**src/source/rv_core_pkg.sv**
```systemverilog
// rv32i core slice shared definitions
// word and index types, instruction kinds, opcodes and adder operand selects
package rv_core_pkg;

    // one data word, also used for immediates and the pc
    typedef logic [31:0] xlen_t;
    // raw instruction word
    typedef logic [31:0] inst_t;
    // register file index
    typedef logic [4:0]  reg_idx_t;

    // instruction format kind
    // encodings match the controller key
    typedef enum logic [2:0] {
        kind_i     = 3'b000,
        kind_b     = 3'b001,
        kind_u     = 3'b010,
        kind_r     = 3'b011,
        kind_s     = 3'b100,
        kind_jalr  = 3'b101,
        kind_j     = 3'b110,
        kind_other = 3'b111
    } inst_kind_t;

    // adder operand a source
    typedef enum logic [1:0] {
        src_a_reg,
        src_a_pc,
        src_a_zero
    } src_a_sel_t;

    // adder operand b source
    typedef enum logic [1:0] {
        src_b_reg,
        src_b_imm,
        src_b_four
    } src_b_sel_t;

    // major opcodes kept by this slice
    localparam logic [6:0] op_op     = 7'b0110011;
    localparam logic [6:0] op_op_imm = 7'b0010011;
    localparam logic [6:0] op_lui    = 7'b0110111;
    localparam logic [6:0] op_auipc  = 7'b0010111;
    localparam logic [6:0] op_jal    = 7'b1101111;
    localparam logic [6:0] op_jalr   = 7'b1100111;
    // funct3 of add, addi and jalr
    localparam logic [2:0] f3_zero   = 3'b000;

endpackage

```
**src/source/rv_decoder.sv**
```systemverilog
// instruction decoder for the rv32i slice
// sorts the word into a kind, builds the immediate and drives the datapath controls
`timescale 1ns/1ps

module rv_decoder
    import rv_core_pkg::*;
(
    input  inst_t      instr,
    output inst_kind_t kind,
    output reg_idx_t   rs1,
    output reg_idx_t   rs2,
    output reg_idx_t   rd,
    output xlen_t      imm,
    output src_a_sel_t src_a_sel,
    output src_b_sel_t src_b_sel,
    output logic       reg_write,
    output logic       pc_jump,
    output logic       pc_from_reg
);

    logic [6:0] opcode;
    logic [2:0] funct3;
    logic [6:0] funct7;
    xlen_t      imm_i;
    xlen_t      imm_u;
    xlen_t      imm_j;

    // fixed rv32i field positions
    assign opcode = instr[6:0];
    assign funct3 = instr[14:12];
    assign funct7 = instr[31:25];
    assign rs1    = instr[19:15];
    assign rs2    = instr[24:20];
    assign rd     = instr[11:7];

    // kind lookup
    // only add, addi and jalr of their opcode groups are kept
    always_comb begin
        kind = kind_other;
        case (opcode)
            op_op_imm: begin
                if (funct3 == f3_zero) begin
                    kind = kind_i;
                end
            end
            op_op: begin
                // sub and the logic ops fall through to other
                if (funct3 == f3_zero && funct7 == 7'b0000000) begin
                    kind = kind_r;
                end
            end
            op_lui, op_auipc: begin
                kind = kind_u;
            end
            op_jal: begin
                kind = kind_j;
            end
            op_jalr: begin
                if (funct3 == f3_zero) begin
                    kind = kind_jalr;
                end
            end
            default: begin
                kind = kind_other;
            end
        endcase
    end

    // sign-extended immediates
    assign imm_i = {{20{instr[31]}}, instr[31:20]};
    assign imm_u = {instr[31:12], 12'b0};
    // j-type bits are scattered, bit 0 always zero
    assign imm_j = {{12{instr[31]}}, instr[19:12], instr[20], instr[30:21], 1'b0};

    always_comb begin
        case (kind)
            kind_u:  imm = imm_u;
            kind_j:  imm = imm_j;
            default: imm = imm_i;
        endcase
    end

    // operand a
    // auipc and both jumps add to the pc, lui adds to zero
    always_comb begin
        if (opcode == op_auipc || kind == kind_j || kind == kind_jalr) begin
            src_a_sel = src_a_pc;
        end else if (opcode == op_lui) begin
            src_a_sel = src_a_zero;
        end else begin
            src_a_sel = src_a_reg;
        end
    end

    // operand b
    // jumps form the link value pc plus four
    always_comb begin
        if (kind == kind_j || kind == kind_jalr) begin
            src_b_sel = src_b_four;
        end else if (kind == kind_r) begin
            src_b_sel = src_b_reg;
        end else begin
            src_b_sel = src_b_imm;
        end
    end

    // writes for i/r/u/j kinds, never to x0
    assign reg_write = (kind == kind_i || kind == kind_r || kind == kind_u ||
                        kind == kind_jalr || kind == kind_j) && (rd != 5'd0);

    // jal and jalr redirect the pc, jalr from rs1
    assign pc_jump     = (kind == kind_j) || (kind == kind_jalr);
    assign pc_from_reg = (kind == kind_jalr);

endmodule

```
**src/source/rv_regfile.sv**
```systemverilog
// integer register file, x0 tied to zero
// two combinational read ports and one write port on the rising edge
`timescale 1ns/1ps

module rv_regfile
    import rv_core_pkg::*;
#(
    parameter int XLEN = 32
) (
    input  logic            clk,
    input  logic            arst_n,
    input  reg_idx_t        rs1,
    input  reg_idx_t        rs2,
    input  reg_idx_t        rd,
    input  logic            we,
    input  logic [XLEN-1:0] wdata,
    output logic [XLEN-1:0] rs1_data,
    output logic [XLEN-1:0] rs2_data
);

    // x1..x31, x0 has no storage
    logic [XLEN-1:0] regs [1:31];

    // all writable registers start at zero
    always_ff @(posedge clk or negedge arst_n) begin
        if (!arst_n) begin
            for (int i = 1; i < 32; i++) begin
                regs[i] <= '0;
            end
        end else if (we && rd != 5'd0) begin
            regs[rd] <= wdata;
        end
    end

    // reads see the old value on a same-cycle write
    always_comb begin
        if (rs1 == 5'd0) begin
            rs1_data = '0;
        end else begin
            rs1_data = regs[rs1];
        end
    end

    always_comb begin
        if (rs2 == 5'd0) begin
            rs2_data = '0;
        end else begin
            rs2_data = regs[rs2];
        end
    end

endmodule

```
**src/source/rv_execute.sv**
```systemverilog
// execute stage of the rv32i slice
// two operand muxes feeding the single adder
`timescale 1ns/1ps

module rv_execute
    import rv_core_pkg::*;
#(
    parameter int XLEN = 32
) (
    input  logic [XLEN-1:0] pc,
    input  logic [XLEN-1:0] rs1_data,
    input  logic [XLEN-1:0] rs2_data,
    input  logic [XLEN-1:0] imm,
    input  src_a_sel_t      src_a_sel,
    input  src_b_sel_t      src_b_sel,
    output logic [XLEN-1:0] sum
);

    logic [XLEN-1:0] op_a;
    logic [XLEN-1:0] op_b;

    // operand a
    // rs1 for addi/add, pc for auipc/jal/jalr, zero for lui
    always_comb begin
        case (src_a_sel)
            src_a_reg:  op_a = rs1_data;
            src_a_pc:   op_a = pc;
            src_a_zero: op_a = '0;
            default:    op_a = '0;
        endcase
    end

    // operand b
    // rs2 for add, four for the link value, immediate otherwise
    always_comb begin
        case (src_b_sel)
            src_b_reg:  op_b = rs2_data;
            src_b_imm:  op_b = imm;
            src_b_four: op_b = XLEN'(4);
            default:    op_b = imm;
        endcase
    end

    // the only alu operation
    assign sum = op_a + op_b;

endmodule

```
**src/source/rv_writeback.sv**
```systemverilog
// writeback and pc update for the rv32i slice
// holds the pc register, picks the next pc and passes the adder sum to rd
`timescale 1ns/1ps

module rv_writeback #(
    parameter int              XLEN     = 32,
    parameter logic [XLEN-1:0] RESET_PC = '0
) (
    input  logic            clk,
    input  logic            arst_n,
    input  logic [XLEN-1:0] sum,
    input  logic [XLEN-1:0] imm,
    input  logic [XLEN-1:0] rs1_data,
    input  logic            pc_jump,
    input  logic            pc_from_reg,
    output logic [XLEN-1:0] pc,
    output logic [XLEN-1:0] wdata
);

    logic [XLEN-1:0] pc_q;
    logic [XLEN-1:0] pc_next;
    logic [XLEN-1:0] pc_seq;
    logic [XLEN-1:0] jump_base;
    logic [XLEN-1:0] jump_target;

    // sequential fetch
    assign pc_seq = pc_q + XLEN'(4);

    // jal jumps off the pc, jalr off rs1
    assign jump_base   = pc_from_reg ? rs1_data : pc_q;
    assign jump_target = jump_base + imm;

    // jalr clears bit 0 of its target, jal target is already even
    always_comb begin
        if (!pc_jump) begin
            pc_next = pc_seq;
        end else if (pc_from_reg) begin
            pc_next = {jump_target[XLEN-1:1], 1'b0};
        end else begin
            pc_next = jump_target;
        end
    end

    always_ff @(posedge clk or negedge arst_n) begin
        if (!arst_n) begin
            pc_q <= RESET_PC;
        end else begin
            pc_q <= pc_next;
        end
    end

    assign pc = pc_q;

    // adder result also covers the jal/jalr link value
    assign wdata = sum;

endmodule

```
**src/source/rv_core_top.sv**
```systemverilog
// single-cycle rv32i core slice
// decode, register file, execute and writeback, one instruction retired per cycle
`timescale 1ns/1ps

module rv_core_top
    import rv_core_pkg::*;
#(
    parameter int              XLEN     = 32,
    parameter logic [XLEN-1:0] RESET_PC = '0
) (
    input  logic            clk,
    input  logic            arst_n,
    input  inst_t           instr,
    output logic [XLEN-1:0] pc,
    output logic            retire,
    output logic            rd_we,
    output reg_idx_t        rd_addr,
    output logic [XLEN-1:0] rd_wdata
);

    reg_idx_t        rs1;
    reg_idx_t        rs2;
    reg_idx_t        rd;
    xlen_t           imm;
    src_a_sel_t      src_a_sel;
    src_b_sel_t      src_b_sel;
    logic            reg_write;
    logic            pc_jump;
    logic            pc_from_reg;
    logic [XLEN-1:0] imm_x;
    logic [XLEN-1:0] rs1_data;
    logic [XLEN-1:0] rs2_data;
    logic [XLEN-1:0] sum;
    logic [XLEN-1:0] wdata;
    logic            retire_q;
    logic            wb_jump;
    logic            wb_from_reg;
    logic [XLEN-1:0] wb_imm;

    rv_decoder u_rv_decoder (
        .instr       (instr),
        .kind        (),
        .rs1         (rs1),
        .rs2         (rs2),
        .rd          (rd),
        .imm         (imm),
        .src_a_sel   (src_a_sel),
        .src_b_sel   (src_b_sel),
        .reg_write   (reg_write),
        .pc_jump     (pc_jump),
        .pc_from_reg (pc_from_reg)
    );

    // immediates are signed, so a wider core just sign-extends them
    assign imm_x = XLEN'($signed(imm));

    rv_regfile #(.XLEN(XLEN)) u_rv_regfile (
        .clk      (clk),
        .arst_n   (arst_n),
        .rs1      (rs1),
        .rs2      (rs2),
        .rd       (rd),
        .we       (rd_we),
        .wdata    (wdata),
        .rs1_data (rs1_data),
        .rs2_data (rs2_data)
    );

    rv_execute #(.XLEN(XLEN)) u_rv_execute (
        .pc        (pc),
        .rs1_data  (rs1_data),
        .rs2_data  (rs2_data),
        .imm       (imm_x),
        .src_a_sel (src_a_sel),
        .src_b_sel (src_b_sel),
        .sum       (sum)
    );

    // before the first retirement the pc jumps to itself plus zero
    // so the instruction at RESET_PC is the first one retired
    assign wb_jump     = pc_jump | ~retire_q;
    assign wb_from_reg = pc_from_reg & retire_q;
    assign wb_imm      = retire_q ? imm_x : '0;

    rv_writeback #(.XLEN(XLEN), .RESET_PC(RESET_PC)) u_rv_writeback (
        .clk         (clk),
        .arst_n      (arst_n),
        .sum         (sum),
        .imm         (wb_imm),
        .rs1_data    (rs1_data),
        .pc_jump     (wb_jump),
        .pc_from_reg (wb_from_reg),
        .pc          (pc),
        .wdata       (wdata)
    );

    // low through reset, high from the first edge after it
    always_ff @(posedge clk or negedge arst_n) begin
        if (!arst_n) begin
            retire_q <= 1'b0;
        end else begin
            retire_q <= 1'b1;
        end
    end

    assign retire   = retire_q;
    // no register write until the core retires
    assign rd_we    = reg_write & retire_q;
    assign rd_addr  = rd;
    assign rd_wdata = wdata;

endmodule

```
**config.mk**
```make
export PLATFORM = sky130hd
export DESIGN_NAME = rv_core_top
export DESIGN_NICKNAME = d
export VERILOG_FILES = /design/src/source/rv_core_pkg.sv /design/src/source/rv_decoder.sv /design/src/source/rv_regfile.sv /design/src/source/rv_execute.sv /design/src/source/rv_writeback.sv /design/src/source/rv_core_top.sv
export SDC_FILE = /design/constraint.sdc
export NUM_CORES = 2
export LEC_CHECK = 0
export ABC_CLOCK_PERIOD_IN_PS = 7700
export BUFFER_PORTS_ARGS = -buffer_cell sky130_fd_sc_hd__buf_2
export CAP_MARGIN = 20
export CELL_PAD_IN_SITES_DETAIL_PLACEMENT = 1
export CELL_PAD_IN_SITES_GLOBAL_PLACEMENT = 2
export CORE_AREA = 4 4 394 396
export CTS_CLUSTER_DIAMETER = 150
export DETAILED_ROUTE_END_ITERATION = 16
export DIE_AREA = 0 0 398 400
export PLACE_DENSITY = 0.88
export SLEW_MARGIN = 15
export SYNTH_ARGS = -nofsm -noshare
export SYNTH_HDL_FRONTEND = slang
export SYNTH_SLANG_ARGS = --single-unit
```
**constraint.sdc**
```tcl
create_clock -name clk -period 7.7 [get_ports clk]
set_input_delay 1.54 -clock clk [delete_from_list [all_inputs] [get_ports clk]]
set_output_delay 1.54 -clock clk [all_outputs]
set_load 0.005 [all_outputs]
```
* Word level (Yosys, flattened, before mapping)
Cells that the tools add are included.
W data, S select, Z words.
** Operators by class
- Add/sub/neg operators :: 3
- Magnitude comparators :: 4
- Equal/unequal tests :: 12
- Mux-type cells :: 26
- Bitwise logic cells :: 7
- Reduce and logical (&&, ||, !) cells :: 20
** Operator list (number)
- $bwmux W992 :: 1
- $bmux W32 S5 :: 2
- $mux W32 :: 10
- $demux W32 S5 :: 1
- $pmux W32 S2 :: 2
- $add A32 B32 Y32 :: 2
- $pmux W31 S2 :: 1
- $add A32 B3 Y32 const B :: 1
- $ge A6 B6 Y1 const B :: 3
- $not A5 Y6 :: 3
- $pmux W3 S5 :: 1
- $eq A7 B5 Y1 const B :: 2
- $eq A7 B6 Y1 const B :: 2
- $eq A7 B7 Y1 const B :: 2
- $logic_not A5 Y1 :: 2
- $mux W2 :: 4
- $logic_not A7 Y1 :: 1
- $logic_or A1 B1 Y1 :: 7
- $eq A3 B2 Y1 const B :: 2
- $eq A3 B3 Y1 const B :: 2
- $logic_not A3 Y1 :: 2
- $lt A6 B1 Y1 const B :: 1
- $mux W3 :: 2
- $reduce_bool A5 Y1 :: 1
- 9 further kinds :: 15
** Word-level totals
- Register bits after elaboration :: 1025
- Input bits :: 34
- Output and inout port bits :: 71
- Word-level logic and storage cells :: 105

* Longest topological paths before layout
- Depth in word-level cells :: 12
- Mapped depth :: 25
- Gate-level depth less buffers :: 17

* Hierarchy
Synthesis repeated with hierarchy kept, for this count alone.
** Unflattened totals
- Cell total of the unflattened synthesis :: 5038
- Area total of the unflattened synthesis :: 60814.6 µm²
** By module, submodules not included
- rv_regfile :: times used 1, cells an instance 4063, area an instance 53348.7 µm², sequential area each 24823.8 µm²
- rv_writeback :: times used 1, cells an instance 497, area an instance 4013.8 µm², sequential area each 800.8 µm²
- rv_execute :: times used 1, cells an instance 349, area an instance 2514.9 µm², sequential area each 0.0 µm²
- rv_decoder :: times used 1, cells an instance 89, area an instance 630.6 µm², sequential area each 0.0 µm²
- rv_core_top :: times used 1, cells an instance 40, area an instance 306.5 µm², sequential area each 25.0 µm²

* Least setup slack after synthesis
Ideal clock, no wire load.
- Path type :: input to output
- From :: input instr[15]
- To :: output rd_wdata[30]
- Arrival :: 6.575 ns
- Data required time :: 6.160 ns
- Setup slack :: -0.415 ns
- Stages :: 22
- Path buffers :: 9
- Path through :: buf_2 -> buf_2 -> clkbuf_1 -> buf_2 -> buf_2 -> mux4_2 -> mux4_2 -> mux2i_1 -> o21ai_0 -> ha_1 -> buf_2 -> a21oi_1 -> o21ai_0 -> a2111oi_0 -> o22ai_1 -> a211oi_1 -> a31oi_1 -> buf_2 -> or3_1 -> clkbuf_1 -> buf_2 -> nand3_1
** Between the ends
- Cells in the longest elaborated chain, start to end :: 7
- Elaborated cells on any way between the ends :: 10
- Classes of those cells :: 1 x add/sub; 7 x mux; 1 x bitwise; 1 x reduce/logical
** RTL lines
- start: declaration :: RTL line rv_core_top.sv:13 : input inst_t instr,
- $not A5 Y6 (implied by the code) :: RTL line rv_regfile.sv:40 : rs1_data = regs[rs1];
- $bmux W32 S5 :: RTL line rv_regfile.sv:40
- $mux W32 (implied by the code) (2 in a row) :: RTL line rv_regfile.sv:40
- $mux W32 :: RTL line rv_regfile.sv:37 : if (rs1 == 5'd0) begin
- $pmux W32 S2 :: RTL line rv_execute.sv:25 : case (src_a_sel)
- $add A32 B32 Y32 (*) :: RTL line rv_execute.sv:45 : assign sum = op_a + op_b;
- end: declaration :: RTL line rv_core_top.sv:18 : output logic [XLEN-1:0] rd_wdata
Every way passes the cells marked *; elsewhere a longest branch is shown, timed or not. The select of a mux whose other input is x is not followed.

* Worst setup path after layout
- From :: input instr[16]
- To :: output rd_wdata[29]
Same word-level chain as after synthesis.

==> summary.md <==
| Metric | Value |
|---|---|
| Status | `finished, final reports clean` |
| Met3 Usage GRT | `around 6.8%` |
| Core Box Area | `roughly 150000 um^2` |
| Minimum clock period | `7.63 ns` |
| Global Route met2 Usage | `45.5%` |
| R2R depth | `20` |
| Pwr dens | `206 nW/um^2` |
| Die area | `159000 um^2` |
| Post-synth EDFFs | `0` |
| Leakage | `29.3 nW` |
| Via count | `49200` |
| Crit Reg-Reg Endpoint | `u_rv_regfile.regs[146]$_DFFE_PN0P_` |
| M1 GR Usage | `between 30% and 40%` |
| TritonCTS clock tree | `built` |
| Clock skew | `0.0569 ns` |
| XOR/XNOR Fraction of Synth Area | `1.13%` |
| Vias per cell | `6.37` |
| Global-route wire length before repair | `345000 um` |
| Hold Crit Depth | `2` |
| Largest net degree at the start of global routing | `178` |
| CTS buffer count | `111` |
| I/O pin count | `about 110` |
| WL/cell | `29.9 um` |
| Initial Utilization | `38.8%` |
| Critical Path RT | `between 6 and 7 ns` |
| Async SR Flop Fraction | `100%` |
| Clock Tree Root | `clkbuf_16` |
| Global Route Usage Sum | `28.9%` |
| Most frequent CP cell | `buf_4` |
| Maxcap violations | `0` |
| Top Usage Layer GRT | `met2` |
| Startpoint types | `primary input` |
| Final Util | `approximately 45%` |
| Height of the die | `400 um` |
| Worst Setup End Kind | `output pin` |
| Final antenna-violating net count | `0` |
| Share of layout cells above drive strength 1 | `25.0%` |
| Max Freq | `between 0.1 and 0.15 GHz` |
| VDD IR max | `roughly 0.2 mV` |
| Post-synthesis cell count | `5516` |
| Nets | `5697` |
| Clock transition at path regs | `roughly 0.060 ns` |
| Critical Path, Cell by Cell | `buf_8, buf_12, buf_4, mux4_2, mux4_2, mux2i_1, buf_4, o21ai_0, ha_1, nand3_1, nor3_1, nand3_1, and3b_1, o31ai_2, a211oi_1, buf_4, xnor2_4, buf_2` |
| Slew Viols, Final | `0` |
| RSZ-0062 raised after global routing | `true` |
| CTS max path bufs | `3` |
| Fin. Hold Viols | `0` |
| CTS hold repair buffers | `0` |
| Measured slew at the worst slew-check pin | `1.23 ns` |
| Total negative slack | `0 ns` |
| Slowest stage cell on the critical path | `mux4_2` |
| Clk sinks | `1025` |
| Slew margin rel. | `17.7%` |
| Post-synth top flop | `dfrtp_1` |
| Post-DP HPWL | `150000 um` |
| Clk_lat worst skew | `slightly below 0.8 ns` |
| Area share of fa/ha/maj cells after synthesis | `1.41%` |
| Hold Crit Start | `u_rv_regfile.regs[536]$_DFFE_PN0P_` |
| DR iter-0 viols | `5021` |
| Final WL | `231000 um` |
| Post-Syn Nets | `5615` |
| Overflow after GRT | `0` |
| Flops & latches, synth | `approximately 1000` |
| Vias in the first global route | `51600` |
| Worst R2R Setup Slack | `2.63 ns` |
| Synthesis-to-finish area growth | `15.7%` |
| WP data arrival | `6.09 ns` |
| Synth Area in Simple Gates | `roughly 11%` |
| Drt first pass iters | `7` |
| Setup Viol. Count Final | `0` |
| Multiplexer area fraction after synthesis | `25.7%` |
| H-tree lvl count | `3` |
| Yosys cell types | `75` |
| Crit path kind | `primary input to output pin` |
| Synth Area in Compound Gates | `a little over an eighth` |
| Avg Inst Size Synth | `10.7 um^2` |
| Synth Warn # | `0` |
| R2R Path Start | `u_rv_regfile.regs[0]$_DFFE_PN0P_` |
| Seq/Total Area, Yosys | `between 40% and 50%` |
| Final GP Congestion | `0.932` |
| Worst Hold End | `u_rv_regfile.regs[536]$_DFFE_PN0P_` |
| Horiz. Die Dim | `roughly 400 um` |
| Initial antenna violation count | `13` |
| CP max FO | `29` |
| Cell Area, Synth | `58800 um^2` |
| Tcrit/Tclk final | `99.1%` |
| DRC | `0` |
| Max incr delay on CP | `0.49 ns` |
| Hold Path Class | `flop to flop` |
| Rows | `roughly 140` |
| Largest family of logic cells by synthesized area | `multiplexers` |
| Port Buffers | `~100` |
worst max path at each step:
stage / from / endpoint / slack [ns] / depth (start not counted)
2_1_floorplan: instr[15] / rd_wdata[30] / 0.003 / 22
3_3_place_gp: instr[15] / rd_wdata[29] / -0.39 / 18
3_5_place_dp: instr[15] / rd_wdata[29] / -0.39 / 18
4_1_cts: instr[28] / rd_wdata[20] / 0.0005 / 21
5_1_grt: instr[15] / rd_wdata[12] / -0.04 / 20
6_report: instr[16] / rd_wdata[29] / 0.07 / 18
critical path, delay by kind of cell:
kind                       cells  cell delay (ns)
and+or+nand+nor                4             0.77
adders and majority gates      1             0.44
buffers and inverters          6             1.37
muxes                          3             1.07
AOI/OAI and AO/OA              3             0.56
xor gates and xnor gates       1             0.26
through the flow:
step | std cells | area (um^2) | total power, W | worst slack (ns) | hold slack, ns
after CTS | 7720 | 67900 | 0.0141 | 0.000481 | 0.498
after global routing | 7724 | 68000 | 0.0146 | -0.0445 | 0.521
after global placement | 7505 | 63700 | 0.00817 | -0.389 | 0.472
final | 7733 | 68100 | 0.0140 | 0.0669 | 0.502
after detailed placement | 7506 | 63700 | 0.00824 | -0.395 | 0.483
after floorplan | 5516 | 59000 | 0.00720 | 0.00291 | 0.450
state kept, by name, indices dropped and copies added (netlist names):
name               cells
retire                 1
u_rv_writeback.pc     32
u_rv_regfile.regs    992
layer usage:
metal  share of wire [%]  vias up
met5               0.035        -
met4                 4.9       12
met3                 9.3      597
met2                  46     2345
met1                  40    26000
li1                    -    20300
power by group:
group	internal [W]	switching [W]
combinational	0.000914	0.00148
clock	0.00340	0.00243
sequential	0.00555	0.000273
synthesized netlist by cell type, drive strengths merged (5+ instances only):
library cell | count | area [um^2]
nand2 | 1041 | 3910
o21ai | 1007 | 5040
a21oi | 244 | 1220
and3 | 22 | 138
nor3 | 17 | 101
inv | 53 | 199
buf | 97 | 459
and2 | 25 | 156
nand2b | 22 | 138
nand3 | 58 | 290
a22o | 10 | 87.6
ha | 63 | 788
o22ai | 5 | 31.3
nor3b | 7 | 57.6
or4 | 6 | 52.6
nand3b | 7 | 52.6
o31ai | 10 | 88.8
clkbuf | 451 | 1690
nor4 | 9 | 56.3
o21bai | 8 | 60.1
mux4 | 566 | 12700
a211oi | 38 | 285
xnor2 | 42 | 375
a31oi | 19 | 119
o21a | 7 | 52.6
mux2i | 158 | 1580
mux2 | 71 | 800
a21o | 32 | 240
or3 | 13 | 81.3
xor2 | 33 | 289
nor2b | 41 | 257
nor2 | 162 | 608
dfrtp | 1025 | 25600
and4 | 7 | 61.3
o211ai | 35 | 263
nand4 | 48 | 300
cell usage in the layout, fill, tap and decap left out, types with 71 or more instances in the layout:
cell type,netlist,routed
a21oi_1,244,243
buf_2,43,91
buf_4,5,361
clkbuf_16,0,111
dfrtp_1,1025,1024
mux2_2,71,71
mux2i_1,158,151
mux4_2,566,566
nand2_1,1041,1041
nor2_1,162,161
o21ai_0,1001,992
layout make-up:
class	instances	area [um^2]
Antenna cell	9	22.5
Clock buffer	154	3210
Clock inverter	55	756
Fill cell	16400	83500
Inverter	53	203
Multi-Input combinational cell	3890	31300
Sequential cell	1025	25700
Tap cell	2030	2540
Timing Repair Buffer	517	4400
logic make-up (layout without fill, tap and decap cells):
group,Yosys count,after routing
AND/OR/NAND/NOR,1498,1498
AO/OA/AOI/OAI,1456,1456
flip-flops,1025,1025
multiplexers,795,795
buffers and inverters,601,779
XOR/XNOR,75,75
adder cells (fa/ha/maj),65,65
other,1,10
what timing repair did:
| action | in CTS | in global routing |
|---|---|---|
| setup endpoints to repair | 16 | 17 |
| gates cloned | 2 | 0 |
| buffers inserted | 3 | 4 |
| gates resized for setup | 22 | 40 |
| pin swaps | 3 | 13 |
Power figures use the tool's default switching activity.
